<file path="src/fetch_pkg.sv">
`default_nettype none

package fetch_pkg;

    typedef logic [31:0] word_t;    // instruction or data word
    typedef logic [31:0] addr_t;    // byte address / pc
    typedef logic [6:0]  opcode_t;  // major opcode field

    localparam opcode_t OP_JAL    = 7'b1101111;
    localparam opcode_t OP_BRANCH = 7'b1100011;

    // fetch unit handshake with the cache
    typedef enum logic [1:0] {
        IDLE,
        WAIT_ACK,
        DROP_ACK    // finish the handshake and drop the word
    } fetch_state_t;

    // cache miss handling
    typedef enum logic [1:0] {
        READY,
        MEM_REQ,
        MEM_DONE
    } cache_state_t;

    // sign extended J-type offset
    function automatic addr_t imm_j(input word_t ins);
        return {{12{ins[31]}}, ins[19:12], ins[20], ins[30:21], 1'b0};
    endfunction

    // sign extended B-type offset
    function automatic addr_t imm_b(input word_t ins);
        return {{20{ins[31]}}, ins[7], ins[30:25], ins[11:8], 1'b0};
    endfunction

endpackage

`default_nettype wire
</file>
<file path="src/fetch_mem_if.sv">
`timescale 1ns/100ps
`default_nettype none

// four-phase link where req rises, ack rises, req falls, then ack falls
interface fetch_mem_if import fetch_pkg::*; ();

    logic  req;     // held until ack is seen
    addr_t addr;    // stable while req is high
    logic  ack;
    word_t data;    // valid while ack is high

    modport fetcher (
        output req,
        output addr,
        input  ack,
        input  data
    );

    modport cache (
        input  req,
        input  addr,
        output ack,
        output data
    );

endinterface

`default_nettype wire

</file>
<file path="src/fetch_top.sv">
`timescale 1ns/100ps
`default_nettype none

module fetch_top import fetch_pkg::*; #(
    parameter int CACHE_INDEX_BITS = 4,
    parameter int BP_INDEX_BITS    = 4
) (
    input  logic  clk_in,
    input  logic  br_reset,
    input  logic  stall,
    input  logic  redirect_valid,
    input  addr_t redirect_pc,

    // decoder side
    output logic  out_valid,
    output word_t out_ins,
    output addr_t out_pc,
    output addr_t out_pred_pc,

    // predictor training
    input  logic  upd_valid,
    input  addr_t upd_pc,
    input  logic  upd_taken,

    // instruction memory
    output logic  mem_req,
    output addr_t mem_addr,
    input  logic  mem_ack,
    input  word_t mem_data
);

    addr_t query_pc;
    word_t query_ins;
    addr_t pred_pc;

    fetch_mem_if fm_if ();

    ifetch ifetch_i (
        .clk_in         (clk_in),
        .br_reset       (br_reset),
        .stall          (stall),
        .redirect_valid (redirect_valid),
        .redirect_pc    (redirect_pc),
        .fm             (fm_if.fetcher),
        .query_pc       (query_pc),
        .query_ins      (query_ins),
        .pred_pc        (pred_pc),
        .out_valid      (out_valid),
        .out_ins        (out_ins),
        .out_pc         (out_pc),
        .out_pred_pc    (out_pred_pc)
    );

    icache #(
        .CACHE_INDEX_BITS (CACHE_INDEX_BITS)
    ) icache_i (
        .clk_in   (clk_in),
        .br_reset (br_reset),
        .fm       (fm_if.cache),
        .mem_req  (mem_req),
        .mem_addr (mem_addr),
        .mem_ack  (mem_ack),
        .mem_data (mem_data)
    );

    branch_predictor #(
        .BP_INDEX_BITS (BP_INDEX_BITS)
    ) branch_predictor_i (
        .clk_in    (clk_in),
        .br_reset  (br_reset),
        .query_pc  (query_pc),
        .query_ins (query_ins),
        .pred_pc   (pred_pc),
        .upd_valid (upd_valid),
        .upd_pc    (upd_pc),
        .upd_taken (upd_taken)
    );

endmodule

`default_nettype wire

</file>
<file path="src/branch_predictor.sv">
`timescale 1ns/100ps
`default_nettype none

module branch_predictor import fetch_pkg::*; #(
    parameter int BP_INDEX_BITS = 4
) (
    input  logic  clk_in,
    input  logic  br_reset,

    // prediction port answered combinationally
    input  addr_t query_pc,
    input  word_t query_ins,
    output addr_t pred_pc,

    // training from the back end
    input  logic  upd_valid,
    input  addr_t upd_pc,
    input  logic  upd_taken
);

    localparam int ENTRIES = 1 << BP_INDEX_BITS;

    typedef logic [1:0]               counter_t;
    typedef logic [BP_INDEX_BITS-1:0] bp_index_t;

    counter_t  ctr_q [ENTRIES];
    bp_index_t q_idx;
    bp_index_t u_idx;
    opcode_t   opcode;
    logic      taken;

    // pcs are word aligned so bits 1:0 are skipped
    assign q_idx  = query_pc[BP_INDEX_BITS+1:2];
    assign u_idx  = upd_pc[BP_INDEX_BITS+1:2];
    assign opcode = query_ins[6:0];

    // upper counter bit set means taken
    assign taken = (opcode == OP_BRANCH) && ctr_q[q_idx][1];

    assign pred_pc = taken ? query_pc + imm_b(query_ins) : query_pc + 32'd4;

    always_ff @(posedge clk_in) begin
        if (br_reset) begin
            for (int i = 0; i < ENTRIES; i++) begin
                ctr_q[i] <= 2'b01;  // weakly not taken
            end
        end else if (upd_valid) begin
            if (upd_taken) begin
                if (ctr_q[u_idx] != 2'b11) begin
                    ctr_q[u_idx] <= ctr_q[u_idx] + 2'b01;
                end
            end else begin
                if (ctr_q[u_idx] != 2'b00) begin
                    ctr_q[u_idx] <= ctr_q[u_idx] - 2'b01;
                end
            end
        end
    end

endmodule

`default_nettype wire

</file>
<file path="src/icache.sv">
`timescale 1ns/100ps
`default_nettype none

module icache import fetch_pkg::*; #(
    parameter int CACHE_INDEX_BITS = 4
) (
    input  logic       clk_in,
    input  logic       br_reset,

    fetch_mem_if.cache fm,

    // four-phase external instruction memory
    output logic       mem_req,
    output addr_t      mem_addr,
    input  logic       mem_ack,
    input  word_t      mem_data
);

    localparam int LINES    = 1 << CACHE_INDEX_BITS;
    localparam int TAG_BITS = 30 - CACHE_INDEX_BITS;   // word address above the index

    typedef logic [CACHE_INDEX_BITS-1:0] index_t;
    typedef logic [TAG_BITS-1:0]         tag_t;

    cache_state_t     state;
    word_t            data_mem [LINES];
    tag_t             tag_mem  [LINES];
    logic [LINES-1:0] valid_q;

    index_t req_idx;
    tag_t   req_tag;
    index_t fill_idx;
    tag_t   fill_tag;
    logic   hit;
    logic   new_req;
    logic   start_miss;
    logic   fill;

    assign req_idx  = fm.addr[CACHE_INDEX_BITS+1:2];
    assign req_tag  = fm.addr[31:CACHE_INDEX_BITS+2];
    assign fill_idx = mem_addr[CACHE_INDEX_BITS+1:2];
    assign fill_tag = mem_addr[31:CACHE_INDEX_BITS+2];

    assign hit        = valid_q[req_idx] && (tag_mem[req_idx] == req_tag);
    assign new_req    = (state == READY) && fm.req && !fm.ack;  // not yet answered
    assign start_miss = new_req && !hit;
    assign fill       = (state == MEM_REQ) && mem_ack;

    always_ff @(posedge clk_in) begin
        if (br_reset) begin
            state   <= READY;
            valid_q <= '0;
            fm.ack  <= 1'b0;
            mem_req <= 1'b0;
        end else begin
            case (state)
                READY: begin
                    if (new_req) begin
                        if (hit) begin
                            fm.ack <= 1'b1;
                        end else begin
                            mem_req <= 1'b1;
                            state   <= MEM_REQ;
                        end
                    end else if (!fm.req && fm.ack) begin
                        fm.ack <= 1'b0;     // fetcher let go
                    end
                end
                MEM_REQ: begin
                    if (fill) begin
                        mem_req           <= 1'b0;
                        valid_q[fill_idx] <= 1'b1;
                        state             <= MEM_DONE;
                    end
                end
                MEM_DONE: begin
                    // memory side closes before the fetcher sees ack
                    if (!mem_ack) begin
                        fm.ack <= 1'b1;
                        state  <= READY;
                    end
                end
                default: state <= READY;
            endcase
        end
    end

    // line storage and returned word
    always_ff @(posedge clk_in) begin
        if (new_req && hit) begin
            fm.data <= data_mem[req_idx];
        end
        if (start_miss) begin
            mem_addr <= fm.addr;
        end
        if (fill) begin
            data_mem[fill_idx] <= mem_data;
            tag_mem[fill_idx]  <= fill_tag;
            fm.data            <= mem_data;
        end
    end

    // the miss address follows a request the fetcher holds steady
    a_mem_addr_stable: assert property (
        @(posedge clk_in) disable iff (br_reset)
        mem_req |-> mem_addr == fm.addr && $stable(fm.addr)
    );

endmodule

`default_nettype wire

</file>
<file path="src/ifetch.sv">
`timescale 1ns/100ps
`default_nettype none

module ifetch import fetch_pkg::*; (
    input  logic         clk_in,
    input  logic         br_reset,
    input  logic         stall,
    input  logic         redirect_valid,
    input  addr_t        redirect_pc,

    fetch_mem_if.fetcher fm,

    // branch predictor
    output addr_t        query_pc,
    output word_t        query_ins,
    input  addr_t        pred_pc,

    // toward the decoder
    output logic         out_valid,
    output word_t        out_ins,
    output addr_t        out_pc,
    output addr_t        out_pred_pc
);

    fetch_state_t state;
    addr_t        pc;
    addr_t        next_pc;
    opcode_t      opcode;
    logic         launch;   // start a new request this edge
    logic         deliver;  // hand the fetched word to the decoder

    assign query_pc  = pc;
    assign query_ins = fm.data;
    assign opcode    = fm.data[6:0];

    // jal resolved here, everything else from the predictor
    assign next_pc = (opcode == OP_JAL) ? pc + imm_j(fm.data) : pred_pc;

    assign launch  = (state == IDLE) && !stall && !redirect_valid;
    assign deliver = (state == WAIT_ACK) && fm.ack && !stall && !redirect_valid;

    always_ff @(posedge clk_in) begin
        if (br_reset) begin
            state     <= IDLE;
            pc        <= '0;
            fm.req    <= 1'b0;
            out_valid <= 1'b0;
        end else begin
            out_valid <= 1'b0;  // single cycle pulse
            if (redirect_valid) begin
                pc <= redirect_pc;
                // anything in flight is thrown away
                if (state != IDLE) begin
                    state <= DROP_ACK;
                end
                if (fm.req && fm.ack) begin
                    fm.req <= 1'b0;
                end
            end else begin
                case (state)
                    IDLE: begin
                        if (launch) begin
                            fm.req <= 1'b1;
                            state  <= WAIT_ACK;
                        end
                    end
                    WAIT_ACK: begin
                        // with stall high the ack is simply held
                        if (deliver) begin
                            fm.req    <= 1'b0;
                            pc        <= next_pc;
                            out_valid <= 1'b1;
                            state     <= DROP_ACK;   // now wait for ack to fall
                        end
                    end
                    DROP_ACK: begin
                        if (fm.req && fm.ack) begin
                            fm.req <= 1'b0;
                        end else if (!fm.req && !fm.ack) begin
                            state <= IDLE;
                        end
                    end
                    default: state <= IDLE;
                endcase
            end
        end
    end

    // request address and decoder payload
    always_ff @(posedge clk_in) begin
        if (launch) begin
            fm.addr <= pc;
        end
        if (deliver) begin
            out_ins     <= fm.data;
            out_pc      <= pc;
            out_pred_pc <= next_pc;
        end
    end

    // the cache must have closed the previous handshake
    a_req_after_ack_low: assert property (
        @(posedge clk_in) disable iff (br_reset)
        $rose(fm.req) |-> !fm.ack
    );

    a_valid_one_cycle: assert property (
        @(posedge clk_in) disable iff (br_reset)
        out_valid |=> !out_valid
    );

endmodule

`default_nettype wire

</file>
<file path="config.mk">
export PLATFORM = sky130hd
export DESIGN_NAME = fetch_top
export DESIGN_NICKNAME = d
export VERILOG_FILES = /design/src/fetch_pkg.sv /design/src/fetch_mem_if.sv /design/src/fetch_top.sv /design/src/branch_predictor.sv /design/src/icache.sv /design/src/ifetch.sv
export SDC_FILE = /design/constraint.sdc
export NUM_CORES = 1
export LEC_CHECK = 0
export BUFFER_PORTS_ARGS = -buffer_cell sky130_fd_sc_hd__buf_2
export CAP_MARGIN = 15
export CORE_MARGIN = 4
export CORE_UTILIZATION = 48
export DETAILED_ROUTE_END_ITERATION = 12
export PLACE_DENSITY = 0.61
export REMOVE_ABC_BUFFERS = 1
export SYNTH_ARGS = -nofsm -noshare
export SYNTH_HDL_FRONTEND = slang
export SYNTH_HIERARCHICAL = 1
export SYNTH_SLANG_ARGS = --single-unit
</file>
<file path="constraint.sdc">
create_clock -name clk_in -period 8.9 [get_ports clk_in]
set_clock_uncertainty 0.1 [all_clocks]
set_input_delay 0.445 -clock clk_in [delete_from_list [all_inputs] [get_ports clk_in]]
set_output_delay 0.445 -clock clk_in [all_outputs]
set_load 0.01 [all_outputs]
</file>
-- Word-level counts from Yosys, hierarchy flattened
Memory sizes are Yosys's and may differ from the RTL's. A register that Yosys moved wholly into a read port is not among the register bits.
Cells that the tools add are included.
- bits of input ports: 103
- memories kept: 3
- bits in registers: 248
- output and inout bits: 130
- bits in writable memories: 960
- magnitude comparators: 3
- add/sub/neg operators: 5
- reductions and logical operators: 40
- equality and inequality tests: 19
- bitwise gates (word level): 3
- mux-type cells: 60
- memory list (memory ; depth ; bits a word ; read ports ; clocked after Yosys merged registers in ; wr ports ; line ; source):
    icache_i.data_mem ; 16 ; 32 ; 1 ; 1 ; 1 ; icache.sv:26 ; word_t data_mem [LINES];
    icache_i.tag_mem ; 16 ; 26 ; 1 ; 1 ; 1 ; icache.sv:27 ; tag_t tag_mem [LINES];
    branch_predictor_i.ctr_q ; 16 ; 2 ; 2 ; 1 ; 16 ; branch_predictor.sv:26 ; counter_t ctr_q [ENTRIES];
- operators by type and width (operator ; number):
    two-way mux 32 bit ; 7
    adder 32 bit ; 2
    adder 32 x 3 -> 32 bit, second input constant ; 1
    two-way mux 1 bit ; 29
    == test 26 bit ; 1
    two-way mux 2 bit ; 12
    two-way mux 4 bit ; 5
    logical AND 1 bit ; 16
    bitwise OR 16 bit ; 1
    != test 3 x 2 -> 1 bit, second input constant ; 5
    == test 7 bit, second input constant ; 2
    nonzero test 2 bit ; 7
    case mux 2 bit (3 select lines) ; 2
    AND reduction 4 bit ; 3
    < comparator 4 x 5 -> 1 bit, second input constant ; 2
    != test 2 x 1 -> 1 bit, second input constant ; 3
    != test 2 bit, second input constant ; 3
    logical NOT 1 bit ; 5
    AND reduction 5 bit ; 1
    binary-select mux 1 bit (select 4 bit) ; 1
    demux 1 bit (select 4 bit) ; 1
    == test 2 x 1 -> 1 bit, second input constant ; 2
    == test 2 bit, second input constant ; 2
    greater-or-equal comparator 4 x 1 -> 1 bit, second input constant ; 1
    13 further kinds ; 16

-- Logic depth before layout (Yosys ltp)
An unclocked memory read counts as a cell.
- depth after elaboration: 10
- depth in mapped cells: 17
- gate-level depth less buffers: 16

-- Cells and area by module
The synthesis kept the hierarchy.
- by module, submodules not included (module ; area each (µm²) ; cells each ; times used):
    icache ; 38745.9 ; 1737 ; 1
    ifetch ; 7938.9 ; 695 ; 1
    branch_predictor ; 4211.5 ; 510 ; 1

-- Worst setup path before layout
OpenSTA, ideal clock, no wires.
- kind: reg2reg
- start: reg ifetch_i.state[1]
- end: reg ifetch_i.pc[15] (netlist: ifetch_i/query_pc[15])
- path slack: 2.785 ns
- cell stages (with the launch flop): 8
- data arrival time: 5.674 ns
- library setup time: 0.342 ns
- path through: dfxtp_1 > inv_1 > ha_1 > nand2_1 > or2_2 > buf_6 > nor2_1 > a311oi_1
- word-level cells in the longest chain between the ends: 6
- elaborated cells on any way between the ends: 7
- classes of those cells: eq/ne (1); reduce/logical (6)
- ends and longest elaborated chain (what ; line ; source):
    from (decl) ; ifetch.sv:25 ; fetch_state_t state;
    from (signal assigned) ; ifetch.sv:44 ; state <= IDLE;
    from (signal assigned) ; ifetch.sv:54 ; state <= DROP_ACK;
    from (signal assigned) ; ifetch.sv:64 ; state <= WAIT_ACK;
    == test 2 x 1 -> 1 bit ; ifetch.sv:40 ; assign deliver = (state == WAIT_ACK) && fm.ack && !stall && !redirect_valid;
    logical AND 1 bit (3 in series) ; ifetch.sv:40 ;
    net ifetch_i.deliver ; ifetch.sv:30 ; logic deliver;
    nonzero test 2 bit (no line) ; - ;
    AND reduction 2 bit (no line) ; - ;
    to (signal assigned) ; ifetch.sv:51 ; pc <= redirect_pc;
    to (signal assigned) ; ifetch.sv:71 ; pc <= next_pc;
    to (decl) ; ifetch.sv:26 ; addr_t pc;
The timed path passes the listed nets, and every way through them passes these cells.
A chain may end at the register's enable or synchronous reset.

-- Worst setup path after layout
- start: reg ifetch_i.fm.addr[3]
- end: reg icache_i.fm.data[19], enable pin
- word-level cells in the longest chain between the ends: 5
- ends and longest elaborated chain (what ; line ; source):
    from (decl) ; fetch_mem_if.sv:14 ; output addr,
    from (signal assigned) ; ifetch.sv:92 ; fm.addr <= pc;
    binary-select mux 1 bit (select 4 bit) ; icache.sv:44 ; assign hit = valid_q[req_idx] && (tag_mem[req_idx] == req_tag);
    two-way mux 1 bit (not written as such) ; icache.sv:44 ;
    logical AND 1 bit ; icache.sv:44 ;
    logical AND 1 bit ; icache.sv:90 ; if (new_req && hit) begin
    nonzero test 2 bit (no line) ; - ;
    to (signal assigned) ; icache.sv:91 ; fm.data <= data_mem[req_idx];
    to (signal assigned) ; icache.sv:99 ; fm.data <= mem_data;
    to (decl) ; fetch_mem_if.sv:23 ; output data
No other way between the ends. The select of a mux whose other input is x is not followed.

==> results.json <==
{
  "status": "completed",
  "cp-start-kind": "flop",
  "die_x_um": 333,
  "drv_slew": 0,
  "top_regs": "icache_i/data_mem x512, icache_i/tag_mem x416",
  "worst_slew_pin_slew_ns": 1.17,
  "worstRegToRegCells": 9,
  "dieArea_mm2": 0.111,
  "period_minus_slack_ns": 5.35,
  "cts_tree": "done",
  "gp_congestion": 0.891,
  "firstDrtPassIters": 5,
  "holdWs_ns": 0.0461,
  "grt_overflow": 0,
  "cts.sinks": 1208,
  "dr_total_vias": 28700,
  "reg2reg_from": "ifetch_i/fm.addr[3]$_DFFE_PP_",
  "timing.setup.tns_ns": 0,
  "insertion_delay_ns": 0.72,
  "final_nets": 3399,
  "drt-initial-drc-count": 3179,
  "cts_max_level": 3,
  "wl_um": 137000,
  "synth_area_mm2": 0.0508,
  "grt.total_usage_pct": 24.5,
  "slew_headroom_pct": 21.7,
  "dp_hpwl_um": 81800,
  "min_path_type": "primary input to flop",
  "fmax_mhz": 187,
  "largest_reg_flops": 512,
  "arrival_ns": 5.62,
  "clockBufferDepth": 3,
  "grt_pass1_wl_um": 199000,
  "pwr_density_cell_mw_per_mm2": 212,
  "clk_pin_slew_worst_paths_ns": 0.06,
  "synth_cells": 2929,
  "rsz0062_at_grt": "false",
  "drc_errors": 0,
  "antenna_found_initial": 6,
  "max-vdd-ir-drop_uv": 165,
  "start_util_pct": 48.3,
  "drtAntennaViolNets": 0,
  "hold_path_end": "icache_i/data_mem[1][18]$_DFFE_PP_",
  "coreArea_mm2": 0.105,
  "dpl_cell_area_mm2": 0.0533,
  "finalWorstSetupSlack_ns": 3.55,
  "yosys_warnings": 6,
  "drive_gt1_share_pct": 23.0,
  "regMostFlops": "icache_i/data_mem",
  "fin_crit_sh_pct": 60.1,
  "ctsResizeCount": 0,
  "cp-end-kind": "flop",
  "dp_slack_ns": 3.52,
  "hold_viol": 0,
  "io_pins": 233,
  "die_y_um": 333,
  "viasPerCell": 6.09,
  "port_buffers": 204,
  "hold_start": "mem_data[18]",
  "synth.avg_cell_area_um2": 17.3,
  "routedWlPerCell_um": 29.0,
  "regToRegEndpoint": "icache_i/fm.data[19]$_DFFE_PP_",
  "cts_root_buffer": "clkbuf_16",
  "numCtsBuffers": 121,
  "final_area_mm2": 0.0579,
  "worstSetupPathType": "flop to flop",
  "setup_viol": 0,
  "reg2reg_slack_ns": 3.55,
  "postCtsHoldBufs": 63,
  "area_delta_synth_final_pct": 14.0,
  "post_cts_buffers": 0,
  "hold_depth": 1,
  "worstPathRequired_ns": 9.18,
  "grt_pass1_vias": 29100,
  "grt_max_degree": 93,
  "cap_violations": 0,
  "path_max_fanout": 92,
  "row_count": 119,
  "leakagePower_nw": 19.6
}
[where the power goes]
part	internal, mW	switching [mW]
sequential	6.31	0.107
clock	2.85	2.15
combinational	0.345	0.492
total	9.51	2.75
[placed cells by master (no fill, tap or decap), types with 15 or more instances in the layout]
master / count
xor2_1: 43
clkbuf_16: 123
mux4_1: 16
mux4_2: 242
nor3_1: 15
nand2_1: 267
nor2_1: 139
nand3_1: 41
a21oi_1: 91
mux2_2: 15
clkbuf_1: 25
xnor2_1: 63
clkinv_1: 24
mux2i_1: 74
buf_4: 62
inv_1: 33
clkinv_2: 17
buf_2: 204
nand4_1: 20
edfxtp_1: 1152
o21bai_1: 15
nor2b_1: 17
o21ai_0: 74
dlygate4sd3_1: 63
a21o_1: 42
a31oi_1: 15
dfxtp_1: 56
ha_1: 64
and3_1: 15
[worst max-delay path by stage]
stage,startpoint,to,slack (ns)
after global placement,ifetch_i/fm.addr[3]$_DFFE_PP_,icache_i/fm.data[19]$_DFFE_PP_,3.57
after detailed placement,ifetch_i/fm.addr[4]$_DFFE_PP_,icache_i/fm.data[19]$_DFFE_PP_,3.52
final,ifetch_i/fm.addr[3]$_DFFE_PP_,icache_i/fm.data[19]$_DFFE_PP_,3.55
after floorplan,ifetch_i/fm.addr[2]$_DFFE_PP_,icache_i/mem_addr[0]$_DFFE_PP_,-3.14
after global routing,ifetch_i/fm.addr[4]$_DFFE_PP_,icache_i/fm.data[17]$_DFFE_PP_,3.33
after CTS,ifetch_i/fm.addr[4]$_DFFE_PP_,icache_i/fm.data[19]$_DFFE_PP_,3.47
[worst max-delay path: stages, from the launching register on]
cell and delay, ns:
edfxtp_1 0.78, buf_12 0.57, mux4_2 0.57, mux2i_1 0.32, o21ai_1 0.11, xor2_1 0.17, or4_4 0.55, nor4_4 0.53
a31o_2 0.74, buf_4 0.46
[cell type report]
cell class,count,area (µm²)
antenna,1,2.50
clock buffer,162,3360
clock inverter,59,551
fill,8258,47200
inverter,36,136
multi-input combinational,1531,14200
sequential,1208,35700
tap,1391,1740
timing repair buffer,332,2180
[metrics by stage]
| step | power (mW) | util [%] | cells |
|---|---|---|---|
| after global placement | 7.32 | 50.7 | 4435 |
| after floorplan | 7.09 | - | 2775 |
| after global routing | 12.7 | 55.1 | 4719 |
| after detailed placement | 7.35 | 50.7 | 4435 |
| final | 12.3 | 55.1 | 4720 |
| after CTS | 12.3 | 55.1 | 4719 |
[metal layers]
layer	wire (µm)	global-route usage (%)	vias to the layer above
li1	-	-	12300
met1	56800	35.0	15100
met2	66700	40.0	1209
met3	10200	3.71	204
met4	3310	6.28	0
met5	0	0	-
Note: power is estimated with default switching activity, not from simulation.
